File: src/include/core_defs.svh
// Text for core_pkg only; relies on opcode_t and alu_func_t being declared before the include
`ifndef CORE_DEFS_SVH
`define CORE_DEFS_SVH

// Major opcodes handled by this core
localparam opcode_t OPC_LUI    = 7'b0110111;
localparam opcode_t OPC_AUIPC  = 7'b0010111;
localparam opcode_t OPC_OP_IMM = 7'b0010011; // ADDI .. SRAI
localparam opcode_t OPC_OP     = 7'b0110011; // ADD .. AND

// funct3 codes, shared by register and immediate forms
localparam alu_func_t F3_ADD  = 3'b000;
localparam alu_func_t F3_SLL  = 3'b001;
localparam alu_func_t F3_SLT  = 3'b010;
localparam alu_func_t F3_SLTU = 3'b011;
localparam alu_func_t F3_XOR  = 3'b100;
localparam alu_func_t F3_SRX  = 3'b101; // SRL and SRA
localparam alu_func_t F3_OR   = 3'b110;
localparam alu_func_t F3_AND  = 3'b111;

`endif

File: src/design/core_pkg.sv
// Widths and constants for the RV32I integer core; needs include/ on the include path
package core_pkg;

    typedef logic [31:0] word_t;      // Data, instruction or address
    typedef logic [4:0]  reg_addr_t;
    typedef logic [2:0]  alu_func_t;
    typedef logic [6:0]  opcode_t;

    // Encodings come after the types they use
    `include "core_defs.svh"

    localparam word_t RESET_PC  = 32'h0000_0000;
    localparam word_t INST_STEP = 32'd4;

    localparam int NUM_REGS = 32;
    localparam int SHAMT_W  = 5;

    // Instruction field positions
    localparam int RD_LSB  = 7;
    localparam int F3_LSB  = 12;
    localparam int RS1_LSB = 15;
    localparam int RS2_LSB = 20;
    localparam int IMM_LSB = 20;  // I-type immediate
    localparam int UI_LSB  = 12;  // U-type immediate
    localparam int ALT_BIT = 30;  // SUB / SRA select

endpackage

File: src/design/fetch_unit.sv
// Fetch stage; icache_data must belong to icache_addr whenever icache_rdy is high, no redirects
`timescale 1ns/10ps

module fetch_unit (
    input  logic            ctrl_clk,
    input  logic            ctrl_reset,

    output core_pkg::word_t icache_addr,
    input  core_pkg::word_t icache_data,
    input  logic            icache_rdy,

    output core_pkg::word_t fetch_inst,
    output core_pkg::word_t fetch_pc,
    output logic            fetch_valid
);
    import core_pkg::*;

    word_t pc;

    assign icache_addr = pc;

    // Control state
    always_ff @(posedge ctrl_clk) begin
        if (ctrl_reset) begin
            pc          <= RESET_PC;
            fetch_valid <= 1'b0;
        end else if (icache_rdy) begin
            pc          <= pc + INST_STEP;
            fetch_valid <= 1'b1;
        end else begin
            fetch_valid <= 1'b0; // Bubble while the cache is busy
        end
    end

    // Instruction and its own pc
    always_ff @(posedge ctrl_clk) begin
        if (icache_rdy) begin
            fetch_inst <= icache_data;
            fetch_pc   <= pc;
        end
    end

endmodule

File: src/design/inst_decoder.sv
// Decodes LUI, AUIPC, OP and OP-IMM only; any other opcode decodes to no register write
`timescale 1ns/10ps

module inst_decoder (
    input  core_pkg::word_t     fetch_inst,

    output core_pkg::reg_addr_t rs1_addr,
    output core_pkg::reg_addr_t rs2_addr,
    output core_pkg::reg_addr_t rd,
    output core_pkg::word_t     imm,
    output core_pkg::alu_func_t alu_func,
    output logic                alu_alt,
    output logic                op1_sel_pc,
    output logic                op1_sel_upper,
    output logic                op2_sel_imm,
    output logic                writes_reg,
    output logic                is_nop
);
    import core_pkg::*;

    localparam int REG_W = $bits(reg_addr_t);

    opcode_t   opcode;
    alu_func_t funct3;
    logic      alt_bit;
    word_t     imm_i;
    word_t     imm_u;

    assign opcode  = fetch_inst[$bits(opcode_t)-1:0];
    assign funct3  = fetch_inst[F3_LSB +: $bits(alu_func_t)];
    assign alt_bit = fetch_inst[ALT_BIT];

    assign rs1_addr = fetch_inst[RS1_LSB +: REG_W];
    assign rs2_addr = fetch_inst[RS2_LSB +: REG_W];
    assign rd       = fetch_inst[RD_LSB +: REG_W];

    assign imm_i = {{20{fetch_inst[31]}}, fetch_inst[31:IMM_LSB]}; // Sign extended
    assign imm_u = {fetch_inst[31:UI_LSB], 12'b0};

    // ADDI x0,x0,0
    assign is_nop = (opcode == OPC_OP_IMM) && (fetch_inst[31:RD_LSB] == '0);

    always_comb begin
        imm           = imm_i;
        alu_func      = funct3;
        alu_alt       = 1'b0;
        op1_sel_pc    = 1'b0;
        op1_sel_upper = 1'b0;
        op2_sel_imm   = 1'b0;
        writes_reg    = 1'b0;
        case (opcode)
            OPC_LUI: begin
                imm           = imm_u;
                alu_func      = F3_ADD;
                op1_sel_upper = 1'b1; // Zero base
                op2_sel_imm   = 1'b1;
                writes_reg    = 1'b1;
            end
            OPC_AUIPC: begin
                imm           = imm_u;
                alu_func      = F3_ADD;
                op1_sel_upper = 1'b1;
                op1_sel_pc    = 1'b1; // pc as base
                op2_sel_imm   = 1'b1;
                writes_reg    = 1'b1;
            end
            OPC_OP_IMM: begin
                // Bit 30 is immediate data except for the shift forms
                alu_alt     = alt_bit && (funct3 == F3_SRX);
                op2_sel_imm = 1'b1;
                writes_reg  = 1'b1;
            end
            OPC_OP: begin
                alu_alt    = alt_bit && ((funct3 == F3_ADD) || (funct3 == F3_SRX));
                writes_reg = 1'b1;
            end
            default: begin
                alu_func = F3_ADD; // Retires silently
            end
        endcase
    end

endmodule

File: src/design/register_file.sv
// 32 x 32-bit registers, reads are combinational and see a write only after its edge
`timescale 1ns/10ps

module register_file (
    input  logic                ctrl_clk,

    input  core_pkg::reg_addr_t rs1_addr,
    input  core_pkg::reg_addr_t rs2_addr,
    output core_pkg::word_t     rs1_data,
    output core_pkg::word_t     rs2_data,

    input  logic                wb_en,
    input  core_pkg::reg_addr_t wb_addr,
    input  core_pkg::word_t     wb_data
);
    import core_pkg::*;

    word_t regs [NUM_REGS];

    // x0 reads as zero, its storage is never written
    assign rs1_data = (rs1_addr == '0) ? '0 : regs[rs1_addr];
    assign rs2_data = (rs2_addr == '0) ? '0 : regs[rs2_addr];

    always_ff @(posedge ctrl_clk) begin
        if (wb_en && (wb_addr != '0)) begin
            regs[wb_addr] <= wb_data;
        end
    end

endmodule

File: src/design/operand_stage.sv
// Decode register; no forwarding, so a source must be written at least three instructions back
`timescale 1ns/10ps

module operand_stage (
    input  logic                ctrl_clk,
    input  logic                ctrl_reset,

    input  logic                fetch_valid,
    input  core_pkg::word_t     fetch_pc,

    input  core_pkg::word_t     imm,
    input  core_pkg::reg_addr_t rd,
    input  core_pkg::alu_func_t alu_func,
    input  logic                alu_alt,
    input  logic                op1_sel_pc,
    input  logic                op1_sel_upper,
    input  logic                op2_sel_imm,
    input  logic                writes_reg,
    input  logic                is_nop,

    input  core_pkg::word_t     rs1_data,
    input  core_pkg::word_t     rs2_data,

    output core_pkg::word_t     op1,
    output core_pkg::word_t     op2,
    output core_pkg::alu_func_t ex_func,
    output logic                ex_alt,
    output core_pkg::reg_addr_t ex_rd,
    output logic                ex_wb,
    output logic                ex_valid
);
    import core_pkg::*;

    word_t op1_next;
    word_t op2_next;

    // Upper-immediate forms add the immediate to pc or zero
    assign op1_next = op1_sel_upper ? (op1_sel_pc ? fetch_pc : '0) : rs1_data;
    assign op2_next = op2_sel_imm ? imm : rs2_data;

    always_ff @(posedge ctrl_clk) begin
        if (ctrl_reset) begin
            ex_valid <= 1'b0;
        end else begin
            ex_valid <= fetch_valid && !is_nop;
        end
    end

    always_ff @(posedge ctrl_clk) begin
        op1     <= op1_next;
        op2     <= op2_next;
        ex_func <= alu_func;
        ex_alt  <= alu_alt;
        ex_rd   <= rd;
        ex_wb   <= writes_reg; // Qualified by ex_valid downstream
    end

endmodule

File: src/design/alu_stage.sv
// Execute and writeback; never stalls, wb_en is never raised for x0
`timescale 1ns/10ps

module alu_stage (
    input  logic                ctrl_clk,
    input  logic                ctrl_reset,

    input  core_pkg::word_t     op1,
    input  core_pkg::word_t     op2,
    input  core_pkg::alu_func_t ex_func,
    input  logic                ex_alt,
    input  core_pkg::reg_addr_t ex_rd,
    input  logic                ex_wb,
    input  logic                ex_valid,

    output logic                wb_en,
    output core_pkg::reg_addr_t wb_addr,
    output core_pkg::word_t     wb_data
);
    import core_pkg::*;

    logic [SHAMT_W-1:0] shamt;
    word_t              result;

    assign shamt = op2[SHAMT_W-1:0];

    always_comb begin
        result = '0;
        case (ex_func)
            F3_ADD:  result = ex_alt ? (op1 - op2) : (op1 + op2);
            F3_SLL:  result = op1 << shamt;
            F3_SLT:  result = word_t'($signed(op1) < $signed(op2));
            F3_SLTU: result = word_t'(op1 < op2);
            F3_XOR:  result = op1 ^ op2;
            F3_SRX:  result = ex_alt ? word_t'($signed(op1) >>> shamt) : (op1 >> shamt);
            F3_OR:   result = op1 | op2;
            F3_AND:  result = op1 & op2;
            default: result = '0;
        endcase
    end

    always_ff @(posedge ctrl_clk) begin
        if (ctrl_reset) begin
            wb_en <= 1'b0;
        end else begin
            wb_en <= ex_valid && ex_wb && (ex_rd != '0); // x0 writes dropped here
        end
    end

    always_ff @(posedge ctrl_clk) begin
        wb_addr <= ex_rd;
        wb_data <= result;
    end

endmodule

File: src/design/core_top.sv
// RV32I integer core, ALU/LUI/AUIPC only; retire_* mirrors the register-file write port
`timescale 1ns/10ps

module core_top (
    input  logic                ctrl_clk,
    input  logic                ctrl_reset,

    output core_pkg::word_t     icache_addr,
    input  core_pkg::word_t     icache_data,
    input  logic                icache_rdy,

    output logic                retire_en,
    output core_pkg::reg_addr_t retire_rd,
    output core_pkg::word_t     retire_data
);
    import core_pkg::*;

    // Fetch to decode
    word_t     fetch_inst;
    word_t     fetch_pc;
    logic      fetch_valid;

    // Decoder outputs
    reg_addr_t rs1_addr;
    reg_addr_t rs2_addr;
    reg_addr_t rd;
    word_t     imm;
    alu_func_t alu_func;
    logic      alu_alt;
    logic      op1_sel_pc;
    logic      op1_sel_upper;
    logic      op2_sel_imm;
    logic      writes_reg;
    logic      is_nop;

    word_t     rs1_data;
    word_t     rs2_data;

    // Operand stage to ALU
    word_t     op1;
    word_t     op2;
    alu_func_t ex_func;
    logic      ex_alt;
    reg_addr_t ex_rd;
    logic      ex_wb;
    logic      ex_valid;

    fetch_unit u_fetch (
        .ctrl_clk    (ctrl_clk),
        .ctrl_reset  (ctrl_reset),
        .icache_addr (icache_addr),
        .icache_data (icache_data),
        .icache_rdy  (icache_rdy),
        .fetch_inst  (fetch_inst),
        .fetch_pc    (fetch_pc),
        .fetch_valid (fetch_valid)
    );

    inst_decoder u_decoder (
        .fetch_inst    (fetch_inst),
        .rs1_addr      (rs1_addr),
        .rs2_addr      (rs2_addr),
        .rd            (rd),
        .imm           (imm),
        .alu_func      (alu_func),
        .alu_alt       (alu_alt),
        .op1_sel_pc    (op1_sel_pc),
        .op1_sel_upper (op1_sel_upper),
        .op2_sel_imm   (op2_sel_imm),
        .writes_reg    (writes_reg),
        .is_nop        (is_nop)
    );

    // Write port is shared with the retire outputs
    register_file u_regs (
        .ctrl_clk (ctrl_clk),
        .rs1_addr (rs1_addr),
        .rs2_addr (rs2_addr),
        .rs1_data (rs1_data),
        .rs2_data (rs2_data),
        .wb_en    (retire_en),
        .wb_addr  (retire_rd),
        .wb_data  (retire_data)
    );

    operand_stage u_operand (
        .ctrl_clk      (ctrl_clk),
        .ctrl_reset    (ctrl_reset),
        .fetch_valid   (fetch_valid),
        .fetch_pc      (fetch_pc),
        .imm           (imm),
        .rd            (rd),
        .alu_func      (alu_func),
        .alu_alt       (alu_alt),
        .op1_sel_pc    (op1_sel_pc),
        .op1_sel_upper (op1_sel_upper),
        .op2_sel_imm   (op2_sel_imm),
        .writes_reg    (writes_reg),
        .is_nop        (is_nop),
        .rs1_data      (rs1_data),
        .rs2_data      (rs2_data),
        .op1           (op1),
        .op2           (op2),
        .ex_func       (ex_func),
        .ex_alt        (ex_alt),
        .ex_rd         (ex_rd),
        .ex_wb         (ex_wb),
        .ex_valid      (ex_valid)
    );

    alu_stage u_alu (
        .ctrl_clk   (ctrl_clk),
        .ctrl_reset (ctrl_reset),
        .op1        (op1),
        .op2        (op2),
        .ex_func    (ex_func),
        .ex_alt     (ex_alt),
        .ex_rd      (ex_rd),
        .ex_wb      (ex_wb),
        .ex_valid   (ex_valid),
        .wb_en      (retire_en),
        .wb_addr    (retire_rd),
        .wb_data    (retire_data)
    );

endmodule

File: config.mk
export PLATFORM = sky130hd
export DESIGN_NAME = core_top
export DESIGN_NICKNAME = d
export VERILOG_FILES = /design/src/design/core_pkg.sv /design/src/design/fetch_unit.sv /design/src/design/inst_decoder.sv /design/src/design/register_file.sv /design/src/design/operand_stage.sv /design/src/design/alu_stage.sv /design/src/design/core_top.sv
export VERILOG_INCLUDE_DIRS = /design/src /design/src/include
export SDC_FILE = /design/constraint.sdc
export NUM_CORES = 2
export LEC_CHECK = 0
export ABC_AREA = 0
export BUFFER_PORTS_ARGS = -buffer_cell sky130_fd_sc_hd__buf_4
export CAP_MARGIN = 20
export CELL_PAD_IN_SITES_DETAIL_PLACEMENT = 0
export CELL_PAD_IN_SITES_GLOBAL_PLACEMENT = 1
export CORE_ASPECT_RATIO = 1.5
export CORE_MARGIN = 8
export CORE_UTILIZATION = 40
export CTS_BUF_LIST = sky130_fd_sc_hd__clkbuf_4 sky130_fd_sc_hd__clkbuf_8
export DETAILED_ROUTE_END_ITERATION = 8
export PLACE_DENSITY_LB_ADDON = 0.05
export SLEW_MARGIN = 25
export SYNTH_ARGS = -nofsm -noshare
export SYNTH_HDL_FRONTEND = slang
export SYNTH_HIERARCHICAL = 1
export SYNTH_SLANG_ARGS = --single-unit
File: constraint.sdc
create_clock -name ctrl_clk -period 4.5 [get_ports ctrl_clk]
set_input_delay 0.675 -clock ctrl_clk [delete_from_list [all_inputs] [get_ports ctrl_clk]]
set_output_delay 0.675 -clock ctrl_clk [all_outputs]
set_load 0.05 [all_outputs]
==> impl_metrics.tcl <==
set metrics [dict create \
    outcome "finished, final reports clean" \
    hp-class "in2reg" \
    hold_buffers 32 \
    clk_latency_ps 990 \
    nNetsFinal 4698 \
    drc 0 \
    drive_gt1_share_pct 25.30 \
    syn_inst 4342 \
    drt_iter0_drc 4178 \
    antenna_found_initial 7 \
    r2r_slack_ps 450 \
    min_path_cells 2 \
    synth_area_um2 63320 \
    cts_buffers 196 \
    ys_types 98 \
    syn_area_per_cell_um2 14.58 \
    cpMaxStageDelayCell "dfxtp_1" \
    holdWs_ps 120.0 \
    post_cts_buffers 0 \
    yosysWarnings 6 \
    routed_via_density 6.360 \
    leakagePower_uw 0.02486 \
    fin_crit_ps 4050 \
    numPortBuffers 102 \
    fin_setup_tns_ps 0 \
    synthArstFlopShare_pct 0 \
    cts_root_buffer "clkbuf_8" \
    cts_buffer_depth 3 \
    antenna_left 0 \
    initial_utilization_pct 40.10 \
    ys_ff_latch 1230 \
    reg2regPathDepth 11 \
    cts_htree_levels 4 \
    setup_viol 0 \
    synth_edf_count 1086 \
    path_cells "inv_1 > ha_1 > nand3_1 > a221oi_1 > nor2b_1 > a21oi_1 > o31ai_1 > a41oi_1 > a221oi_1 > xnor2_1 > a21oi_1" \
    dp_hpwl_um 169400 \
    drv_slew 0 \
    grtUsageTotal_pct 29.23 \
    drv_cap 0 \
    startpoint_type "flip-flop" \
    holdPathEnd "u_fetch/icache_addr[5]" \
    maxSlewHeadroom_pct 25.61 \
    timing.fmax_mhz 246.9 \
    cts_tree "yes" \
    first_global_vias 44020 \
    timing.final.crit_share_pct 89.99 \
    pin_count 105 \
    cp-end-kind "flip-flop" \
    overflow 0 \
    first_pass_iters 6 \
    clock_skew_ps 50.52 \
    die_h_um 503.3 \
    tightestPinTransition_ps 1109 \
    crit_fanout 9 \
    post_cts_resize_count 0 \
    area_growth_pct 13.22 \
    rsz0062_at_grt "no" \
    max_stage_delay_ps 620 \
    routedWlPerCell_um 37.80 \
    grt_max_degree 91 \
    coreArea_um2 157900 \
    die_x_um 340.9 \
    postRouteWirelength_um 257600 \
    crit_required_ps 5320 \
    place.gp.congestion 0.9878 \
    reg2reg_from "u_operand/op1[11]" \
    ys_seq_area_share_pct 56.05 \
    clock_sinks 1230 \
    worst-setup-path-type "reg2reg" \
    vias 43340 \
    arrival_ps 4870 \
    powerDensity_nw_per_um2 477.2 \
    ir_drop_v 0.0003352 \
    fp-row-count 179 \
    path_clk_slew_ps 70 \
    r2r-end "u_alu/wb_data[28]" \
    holdCritStartpoint "ctrl_reset" \
    hold_viol 0 \
    grt_pass1_wl_um 352700 \
    synth_flop_cell "edfxtp_1" \
    die-area_um2 171600 \
]
-- metal layers --
metal  GRT usage, %  part of all wire [%]  up-vias
met2          51.37                    51     1853
met4          16.48                   6.4        6
met1          33.92                    37    22920
met3          4.747                   5.8      566
met5              0                 0.014        -
li1               -                     -    18000
-- cells in the final DEF, fill, tap and decap left out, drive strengths merged, types with 11 or more instances in the layout --
cell type	count
edfxtp	1086
mux2i	406
mux4	380
buf	323
clkbuf	281
nor2	198
o21ai	196
a21oi	176
nand2	171
dfxtp	144
inv	139
mux2	104
ha	98
a211oi	85
a22oi	79
a221oi	75
o221ai	72
clkinv	61
nor2b	57
nand4	52
a22o	37
conb	36
a311oi	35
xnor2	34
dlygate4sd3	32
nand3	31
nor3	30
a21o	28
o211ai	21
nor4	21
o31ai	17
nand2b	15
and3	13
o2111ai	12
a31oi	12
a21boi	11
or4	11
-- logic make-up (layout without fill, tap and decap cells) --
family	after synthesis	count (layout)	synth area share (%)
compound gates	932	932	10.40
xor+xnor	41	41	0.5671
fa+ha+maj	100	100	2.000
buf+inv	497	849	3.820
flops	1230	1230	56.05
mux	890	890	22.14
other cells	2	42	0.01186
simple gates	650	650	5.013
-- stage by stage --
stage          power (uW)  instance area (um^2)  setup slack, ps  util, %  instances
2_1_floorplan       20300                 63450            884.6        -       4376
3_3_place_gp        24160                 67290            422.0    42.62       6414
3_5_place_dp        24170                 67290            449.9    42.62       6414
4_1_cts             34350                 71660            470.1    45.38       6809
5_1_grt             35400                 71680            385.4    45.40       6811
6_report            34210                 71690            450.5    45.41       6815
-- how the worst max path moves through the flow --
stage,endpoint,cells after the start,from,slack [ps]
CTS,u_alu/wb_data[17],11,u_operand/op1[9],470
global placement,u_alu/wb_data[17],11,u_operand/op1[9],420
floorplan,u_alu/wb_data[31],13,u_operand/op2[2],880
detailed placement,u_alu/wb_data[17],11,u_operand/op1[9],450
finish,u_alu/wb_data[28],11,u_operand/op1[11],450
global route,u_alu/wb_data[30],11,u_operand/op1[11],390
-- final cells by class --
class                      instances  area, um^2
fill                           14300       86200
sequential                      1230       35510
multi-input combinational       2649       25880
clock buffer                     281        3379
timing repair buffer             355        3146
tap                             2081        2604
clock inverter                    82       668.1
inverter                         131       494.2
antenna                            6       15.01
-- synth_stat cells (8+ instances only) --
master,number,area [um^2]
nand2_1,171,641.9
or3_1,8,50.05
nor2b_1,57,356.6
nand3b_1,9,67.56
a22oi_1,79,593.1
o221ai_1,72,630.6
a211oi_1,84,630.6
a21oi_1,175,875.8
o21bai_1,8,60.06
nor4_1,20,125.1
inv_1,128,480.5
xnor2_1,34,297.8
a31oi_1,12,75.07
o31ai_1,16,120.1
mux2_2,98,1104
nand3_1,31,155.2
o22ai_1,8,50.05
nor2_1,197,739.5
buf_1,23,86.33
nand4_1,51,319.1
and3_1,11,68.82
mux2i_1,406,4064
a21o_1,28,210.2
mux4_2,326,7342
a211o_1,9,78.83
ha_1,98,1226
clkbuf_1,174,653.1
or4_1,10,75.07
buf_4,71,533.0
a22o_1,36,315.3
edfxtp_1,1086,32610
a221oi_1,55,481.7
nor3_1,30,150.1
a221oi_2,20,300.3
nand2b_1,15,93.84
o2111ai_1,12,105.1
o21ai_0,192,960.9
mux4_1,54,1419
buf_2,73,365.4
a311oi_1,35,306.5
a21boi_0,10,75.07
dfxtp_1,144,2883
buf_6,21,236.5
o211ai_1,21,157.7
-- state kept, by name (all words and copies together) (netlist names), 30 cells and up --
name and cells:
u_alu/wb_data 32, u_fetch/fetch_inst 32, u_fetch/fetch_pc 30, u_fetch/icache_addr 30, u_operand/op1 32, u_operand/op2 32
u_regs/regs 1024
-- worst max-delay path: cells and delay by family (launching register included) --
kind / cells / cell delay, ps
AO/OA/AOI/OAI: 6 / 2030
XOR/XNOR: 1 / 160
adder cells (fa/ha/maj): 1 / 500
buffers and inverters: 1 / 90
flip-flops: 1 / 620
AND/OR/NAND/NOR: 2 / 460
-- power by group --
group / switching (uW) / internal (uW) / leakage [uW]
Clock: 4780 / 5330 / 0.00214
Combinational: 6240 / 2890 / 0.0117
Sequential: 719 / 14300 / 0.0111
Total: 11700 / 22500 / 0.0249
Note: power is estimated with default switching activity, not from simulation.
